[src/hdl/bubble_prof_pkg.sv]
`default_nettype none

package bubble_prof_pkg;

  localparam int pc_width = 32;
  typedef logic [pc_width-1:0] pc_t;

  // execute stall causes, bit 0 wins
  localparam int num_stall_causes = 14;
  typedef logic [num_stall_causes-1:0] stall_vec_t;

  localparam int stall_long_op       = 0;
  localparam int stall_local_load    = 1;
  localparam int stall_imul          = 2;
  localparam int stall_amo_aq        = 3;
  localparam int stall_amo_rl        = 4;
  localparam int stall_bypass        = 5;
  localparam int stall_lr_aq         = 6;
  localparam int stall_fence         = 7;
  localparam int stall_remote_req    = 8;
  localparam int stall_remote_credit = 9;
  localparam int stall_fdiv_busy     = 10;
  localparam int stall_idiv_busy     = 11;
  localparam int stall_fcsr          = 12;
  localparam int stall_barrier       = 13;

  // bubble codes double as counter indices
  typedef logic [4:0] bubble_type_t;

  localparam bubble_type_t bubble_branch_miss = 5'd0;
  localparam bubble_type_t bubble_jalr_miss   = 5'd1;
  localparam bubble_type_t bubble_icache_miss = 5'd2;
  localparam bubble_type_t bubble_stall_base  = 5'd3; // cause k -> base + k
  localparam bubble_type_t bubble_none        = 5'd17;

  localparam int num_bubble_types = 18;

  localparam int cnt_width = 32;
  typedef logic [cnt_width-1:0] cnt_t;

  typedef enum logic [1:0] {
    id_branch_miss,
    id_jalr_miss,
    id_icache_miss,
    id_none
  } id_bubble_e;

endpackage

`default_nettype wire

[src/hdl/bubble_classifier.sv]
`timescale 1ns/1ps
`default_nettype none

module bubble_classifier (
  input  wire logic                         clk_i,
  input  wire logic                         reset_i,
  input  wire bubble_prof_pkg::pc_t         if_pc_i,
  input  wire bubble_prof_pkg::pc_t         id_pc_i,
  input  wire bubble_prof_pkg::pc_t         exe_pc_i,
  input  wire logic                         icache_miss_i,
  input  wire logic                         icache_miss_in_pipe_i,
  input  wire logic                         stall_all_i,
  input  wire logic                         branch_mispredict_i,
  input  wire logic                         jalr_mispredict_i,
  input  wire bubble_prof_pkg::stall_vec_t  stall_cause_i,
  output bubble_prof_pkg::bubble_type_t     exe_bubble_type_o,
  output bubble_prof_pkg::pc_t              exe_bubble_pc_o
);

  bubble_prof_pkg::pc_t         miss_pc_r;
  bubble_prof_pkg::id_bubble_e  id_bubble_r;
  bubble_prof_pkg::pc_t         id_pc_r;
  bubble_prof_pkg::bubble_type_t exe_type_r;
  bubble_prof_pkg::pc_t         exe_pc_r;

  bubble_prof_pkg::bubble_type_t stall_type;
  logic                          stall_hit;
  bubble_prof_pkg::bubble_type_t exe_type_next;
  bubble_prof_pkg::pc_t          exe_pc_next;

  // miss PC follows fetch even during a global stall
  always_ff @(posedge clk_i) begin
    if (icache_miss_i) begin
      miss_pc_r <= if_pc_i;
    end
  end

  // decode stage bubble
  always_ff @(posedge clk_i) begin
    if (reset_i) begin
      id_bubble_r <= bubble_prof_pkg::id_none;
    end else if (!stall_all_i) begin
      if (branch_mispredict_i) begin
        id_bubble_r <= bubble_prof_pkg::id_branch_miss;
        id_pc_r     <= exe_pc_i;
      end else if (jalr_mispredict_i) begin
        id_bubble_r <= bubble_prof_pkg::id_jalr_miss;
        id_pc_r     <= exe_pc_i;
      end else if (icache_miss_in_pipe_i) begin
        id_bubble_r <= bubble_prof_pkg::id_icache_miss;
        id_pc_r     <= miss_pc_r;
      end else begin
        id_bubble_r <= bubble_prof_pkg::id_none;
      end
    end
  end

  // lowest set cause wins, so scan from the top down
  always_comb begin
    stall_type = bubble_prof_pkg::bubble_none;
    for (int k = bubble_prof_pkg::num_stall_causes - 1; k >= 0; k--) begin
      if (stall_cause_i[k]) begin
        stall_type = bubble_prof_pkg::bubble_type_t'(bubble_prof_pkg::bubble_stall_base + k);
      end
    end
  end

  assign stall_hit = |stall_cause_i;

  always_comb begin
    exe_type_next = bubble_prof_pkg::bubble_none;
    exe_pc_next   = '0;
    if (branch_mispredict_i) begin
      exe_type_next = bubble_prof_pkg::bubble_branch_miss;
      exe_pc_next   = exe_pc_i;
    end else if (jalr_mispredict_i) begin
      exe_type_next = bubble_prof_pkg::bubble_jalr_miss;
      exe_pc_next   = exe_pc_i;
    end else if (id_bubble_r != bubble_prof_pkg::id_none) begin
      exe_pc_next = id_pc_r; // bubble carried from decode
      case (id_bubble_r)
        bubble_prof_pkg::id_branch_miss: exe_type_next = bubble_prof_pkg::bubble_branch_miss;
        bubble_prof_pkg::id_jalr_miss:   exe_type_next = bubble_prof_pkg::bubble_jalr_miss;
        default:                         exe_type_next = bubble_prof_pkg::bubble_icache_miss;
      endcase
    end else if (stall_hit) begin
      exe_type_next = stall_type;
      exe_pc_next   = id_pc_i;
    end
  end

  // execute stage bubble, held under stall_all
  always_ff @(posedge clk_i) begin
    if (reset_i) begin
      exe_type_r <= bubble_prof_pkg::bubble_none;
      exe_pc_r   <= '0;
    end else if (!stall_all_i) begin
      exe_type_r <= exe_type_next;
      exe_pc_r   <= exe_pc_next;
    end
  end

  assign exe_bubble_type_o = exe_type_r;
  assign exe_bubble_pc_o   = exe_pc_r;

  // counter bank indexes by this code
  a_type_range: assert property (
    @(posedge clk_i) disable iff (reset_i)
    exe_bubble_type_o <= bubble_prof_pkg::bubble_none
  ) else $error("bubble type %0d out of range", exe_bubble_type_o);

  a_none_pc_zero: assert property (
    @(posedge clk_i) disable iff (reset_i)
    (exe_bubble_type_o == bubble_prof_pkg::bubble_none) |-> (exe_bubble_pc_o == '0)
  ) else $error("no bubble but pc %h", exe_bubble_pc_o);

endmodule

`default_nettype wire

[src/hdl/bubble_counter_bank.sv]
`timescale 1ns/1ps
`default_nettype none

module bubble_counter_bank (
  input  wire logic                          clk_i,
  input  wire logic                          reset_i,
  input  wire logic                          clear_i,
  input  wire logic                          read_en_i,
  input  wire bubble_prof_pkg::bubble_type_t bubble_type_i,
  input  wire bubble_prof_pkg::bubble_type_t read_addr_i,
  output bubble_prof_pkg::cnt_t              read_data_o,
  output logic                               read_valid_o
);

  bubble_prof_pkg::cnt_t cnt_r [bubble_prof_pkg::num_bubble_types];

  // one counter per bubble type, clear beats increment
  always_ff @(posedge clk_i) begin
    if (reset_i || clear_i) begin
      for (int i = 0; i < bubble_prof_pkg::num_bubble_types; i++) begin
        cnt_r[i] <= '0;
      end
    end else begin
      for (int i = 0; i < bubble_prof_pkg::num_bubble_types; i++) begin
        if (bubble_type_i == bubble_prof_pkg::bubble_type_t'(i)) begin
          cnt_r[i] <= cnt_r[i] + bubble_prof_pkg::cnt_t'(1); // wraps
        end
      end
    end
  end

  // value from before the strobe edge
  always_ff @(posedge clk_i) begin
    if (read_en_i) begin
      read_data_o <= cnt_r[read_addr_i];
    end
  end

  always_ff @(posedge clk_i) begin
    if (reset_i) begin
      read_valid_o <= 1'b0;
    end else begin
      read_valid_o <= read_en_i;
    end
  end

  a_read_addr: assert property (
    @(posedge clk_i) disable iff (reset_i)
    read_en_i |-> (read_addr_i < bubble_prof_pkg::num_bubble_types)
  ) else $error("read address %0d out of range", read_addr_i);

  // back to back valids need back to back strobes
  a_valid_pulse: assert property (
    @(posedge clk_i) disable iff (reset_i)
    (read_valid_o && $past(read_valid_o)) |-> ($past(read_en_i) && $past(read_en_i, 2))
  ) else $error("read_valid_o held without a strobe");

endmodule

`default_nettype wire

[src/hdl/bubble_profiler.sv]
`timescale 1ns/1ps
`default_nettype none

module bubble_profiler (
  input  wire logic                          clk_i,
  input  wire logic                          reset_i,
  input  wire bubble_prof_pkg::pc_t          if_pc_i,
  input  wire bubble_prof_pkg::pc_t          id_pc_i,
  input  wire bubble_prof_pkg::pc_t          exe_pc_i,
  input  wire logic                          flush_i, // implied by a mispredict
  input  wire logic                          icache_miss_i,
  input  wire logic                          icache_miss_in_pipe_i,
  input  wire logic                          stall_all_i,
  input  wire bubble_prof_pkg::stall_vec_t   stall_cause_i,
  input  wire logic                          branch_mispredict_i,
  input  wire logic                          jalr_mispredict_i,
  input  wire logic                          clear_i,
  input  wire logic                          read_en_i,
  input  wire bubble_prof_pkg::bubble_type_t read_addr_i,
  output bubble_prof_pkg::bubble_type_t      exe_bubble_type_o,
  output bubble_prof_pkg::pc_t               exe_bubble_pc_o,
  output bubble_prof_pkg::cnt_t              read_data_o,
  output logic                               read_valid_o
);

  bubble_prof_pkg::bubble_type_t exe_bubble_type;
  bubble_prof_pkg::pc_t          exe_bubble_pc;

  bubble_classifier classifier (
    .clk_i                 (clk_i),
    .reset_i               (reset_i),
    .if_pc_i               (if_pc_i),
    .id_pc_i               (id_pc_i),
    .exe_pc_i              (exe_pc_i),
    .icache_miss_i         (icache_miss_i),
    .icache_miss_in_pipe_i (icache_miss_in_pipe_i),
    .stall_all_i           (stall_all_i),
    .branch_mispredict_i   (branch_mispredict_i),
    .jalr_mispredict_i     (jalr_mispredict_i),
    .stall_cause_i         (stall_cause_i),
    .exe_bubble_type_o     (exe_bubble_type),
    .exe_bubble_pc_o       (exe_bubble_pc)
  );

  // counts every cycle, stalled or not
  bubble_counter_bank counters (
    .clk_i         (clk_i),
    .reset_i       (reset_i),
    .clear_i       (clear_i),
    .read_en_i     (read_en_i),
    .bubble_type_i (exe_bubble_type),
    .read_addr_i   (read_addr_i),
    .read_data_o   (read_data_o),
    .read_valid_o  (read_valid_o)
  );

  assign exe_bubble_type_o = exe_bubble_type;
  assign exe_bubble_pc_o   = exe_bubble_pc;

endmodule

`default_nettype wire

[config.mk]
export PLATFORM = sky130hd
export DESIGN_NAME = bubble_profiler
export DESIGN_NICKNAME = d
export VERILOG_FILES = /design/src/hdl/bubble_prof_pkg.sv /design/src/hdl/bubble_classifier.sv /design/src/hdl/bubble_counter_bank.sv /design/src/hdl/bubble_profiler.sv
export SDC_FILE = /design/constraint.sdc
export NUM_CORES = 2
export LEC_CHECK = 0
export BUFFER_PORTS_ARGS = -buffer_cell sky130_fd_sc_hd__buf_2
export CAP_MARGIN = 20
export CORE_ASPECT_RATIO = 0.6
export CORE_MARGIN = 3
export CORE_UTILIZATION = 40
export DETAILED_ROUTE_END_ITERATION = 10
export HOLD_SLACK_MARGIN = 0.03
export PLACE_DENSITY_LB_ADDON = 0.12
export REMOVE_ABC_BUFFERS = 1
export SYNTH_ARGS = -nofsm -noshare
export SYNTH_HDL_FRONTEND = slang
export SYNTH_SLANG_ARGS = --single-unit
[constraint.sdc]
create_clock -name clk_i -period 3.7 [get_ports clk_i]
set_clock_uncertainty 0.15 [all_clocks]
set_input_delay 0.74 -clock clk_i [delete_from_list [all_inputs] [get_ports clk_i]]
set_output_delay 0.74 -clock clk_i [all_outputs]
set_load 0.03 [all_outputs]
==> impl_metrics.json <==
{
  "status": "complete, no violations",
  "netlist_area_mm2": 0.04038,
  "rrSetupSlack_ps": 1050,
  "power.density_mw_per_mm2": 419.1,
  "setup_violations": 0,
  "yosysWarnings": 0,
  "areaGrowthSynthToFinish_pct": 13.24,
  "post-route-period-util_pct": 71.68,
  "required_ps": 3950,
  "synthFlopType": "edfxtp_1",
  "grt_pass1_vias": 27490,
  "initial_core_util_pct": 40.70,
  "cts_resized": 0,
  "antenna_found_initial": 5,
  "wl_per_cell_um": 23.02,
  "viasPerCell": 5.701,
  "ant_nets": 0,
  "drive_gt1_share_pct": 13.63,
  "final_cell_mix": "672 x edfxtp_1, 613 x nor2_1, 344 x nand2_1, 312 x xor2_1, 281 x nand3_1",
  "dieWidth_um": 416.2,
  "place_congestion": 0.8703,
  "rsz0062_at_grt": "no",
  "crit_type": "reg -> reg",
  "final_common_cell": "edfxtp_1",
  "cts_tree": "built",
  "ios": 195,
  "grt_max_degree": 60,
  "crit_path_end_kind": "flip-flop",
  "fmax_ghz": 0.3771,
  "synth_cell_types": 60,
  "multi_input_area_mm2": 0.01867,
  "final.setup.worst_slack_ps": 1048,
  "leakage_nw": 15.52,
  "max-clock-path-buffers": 3,
  "cap_violations": 0,
  "syn-instance-count": 3820,
  "fin_crit_ps": 2652,
  "cp-start-kind": "flip-flop",
  "hold_viol_final": 0,
  "syn_area_per_cell_um2": 10.57,
  "critPathMaxFanout": 7,
  "drt_pass1_iterations": 6,
  "wl_um": 123600,
  "core_mm2": 0.09922,
  "die_h_um": 252.1,
  "clkTransAtPathRegs_ps": 60,
  "slew_headroom_pct": 26.60,
  "grtUsageTotal_pct": 23.12,
  "std_cell_rows": 89,
  "cts_buffers": 75,
  "grt-ovfl-total": 0,
  "met1_length_um": 64310,
  "drt-initial-drc-count": 3779,
  "io_buffers": 193,
  "cts.htree.levels": 3,
  "numClockSinks": 712,
  "ir_drop_mv": 0.3641,
  "worstPathArrival_ps": 2900,
  "grt_pass1_wl_um": 183600,
  "post_cts_buffers": 0,
  "holdBufCountCts": 2,
  "dieArea_mm2": 0.1049,
  "preCtsSetupSlack_ps": 640.9,
  "ys_seq_area_share_pct": 51.95,
  "whs_ps": 91.37,
  "nets": 4137,
  "synthArstFlopShare_pct": 0,
  "root_buffer": "clkbuf_16",
  "clkLatencyLatePin_ps": 670,
  "synth_edf_count": 672,
  "vias": 30620,
  "final_max_slew_viol_count": 0,
  "drc": 0,
  "seq_area_mm2": 0.02098,
  "hpwl_um": 91840,
  "fillers": 9209,
  "ys_seq_elements": 712,
  "worst_pin_slew_ps": 1093,
  "wl_met3_um": 14650,
  "top_layer": "met5",
  "hold_class": "in -> reg",
  "route.met2.wl_um": 42780
}
## registers in the layout, summed over array words and instances, names as in the netlist
register	flops
counters.read_data_o	32
counters.read_valid_o	1
counters.cnt_r	576
classifier.id_bubble_r	2
classifier.exe_bubble_pc_o	32
classifier.exe_bubble_type_o	5
classifier.miss_pc_r	32
classifier.id_pc_r	32
## logic make-up after synthesis
logic type | synth area share (%)
and+or+nand+nor | 21.96
DFF | 51.95
xor gates and xnor gates | 11.04
AOI/OAI and AO/OA | 4.576
buffers and inverters | 2.293
muxes | 7.616
adders and majority gates | 0.5577
## worst paths after layout
path,start,to,cells past startpoint
hold / removal,if_pc_i[8],classifier.miss_pc_r[8],1
setup reg to reg,counters.cnt_r[8][2],counters.cnt_r[8][21],5
hold reg to reg,classifier.exe_bubble_pc_o[19],classifier.exe_bubble_pc_o[19],2
setup / recovery,counters.cnt_r[8][2],counters.cnt_r[8][21],5
## layout make-up
type	instances	share of cell area (%)
flip-flops and latches	712	45.88
multi-input cells	2868	40.84
clock buffers	95	4.517
repair buffers	291	3.905
well taps	1319	3.609
clock inverters	37	0.8592
inverters	46	0.3776
diodes	3	0.01642
## routing by layer
layer  GRT usage, %  vias to the layer above
met3          8.093                      111
li1               -                    14370
met1          39.86                    14850
met4          4.188                        2
met2          25.98                     1280
met5              0                        -
## critical path: stages, from the launching register on
cell,delay (ps)
edfxtp_1,490
nand4_1,310
nor3_1,970
nand4_1,210
xor2_1,200
nor2_1,60
## synthesized netlist by cell type (2+ instances only)
| cell | count | share of area (%) |
|---|---|---|
| and4_1 | 58 | 1.3 |
| nor3_1 | 89 | 1.1 |
| or2_2 | 12 | 0.19 |
| buf_2 | 13 | 0.16 |
| and2_1 | 22 | 0.34 |
| mux2_2 | 30 | 0.84 |
| clkbuf_1 | 168 | 1.6 |
| o21ai_1 | 2 | 0.025 |
| a21oi_1 | 32 | 0.40 |
| or4_1 | 7 | 0.13 |
| and3b_1 | 2 | 0.043 |
| nor3_2 | 2 | 0.050 |
| nand3_2 | 2 | 0.050 |
| nor3b_1 | 5 | 0.093 |
| nand4b_1 | 4 | 0.087 |
| xor2_1 | 312 | 6.8 |
| nand4_1 | 177 | 2.7 |
| nand4_2 | 2 | 0.062 |
| or3_1 | 33 | 0.51 |
| nor4_1 | 56 | 0.87 |
| nor2_1 | 618 | 5.7 |
| nor2b_1 | 7 | 0.11 |
| buf_1 | 11 | 0.10 |
| ha_1 | 18 | 0.56 |
| mux2i_1 | 128 | 3.2 |
| edfxtp_1 | 672 | 50 |
| nor4_4 | 3 | 0.16 |
| inv_1 | 46 | 0.43 |
| o21ai_0 | 114 | 1.4 |
| and2_0 | 3 | 0.046 |
| nand2_1 | 344 | 3.2 |
| and3_1 | 83 | 1.3 |
| mux4_2 | 64 | 3.6 |
| nand3_1 | 281 | 3.5 |
| a221oi_1 | 32 | 0.69 |
| a22oi_1 | 98 | 1.8 |
| xnor2_1 | 197 | 4.3 |
| nor4_2 | 4 | 0.12 |
| nand2b_1 | 9 | 0.14 |
| dfxtp_1 | 40 | 2.0 |
## where the power goes
group	switching, mW	internal (mW)
clock network	3.40	4.45
logic	0.988	0.574
registers	0.512	9.23
## per-stage QoR
stage	utilization (%)	cell area, um^2	cells	power [mW]	TNS, ps
floorplan	-	39630	3626	10.59	-114260
global placement	43.58	43240	5234	11.44	0
detailed placement	43.58	43240	5234	11.44	0
CTS	46.08	45720	5368	19.33	0
global route	46.09	45730	5370	19.82	0
finish	46.09	45730	5371	19.16	0
No activity file was read; power rests on OpenSTA's default activity.
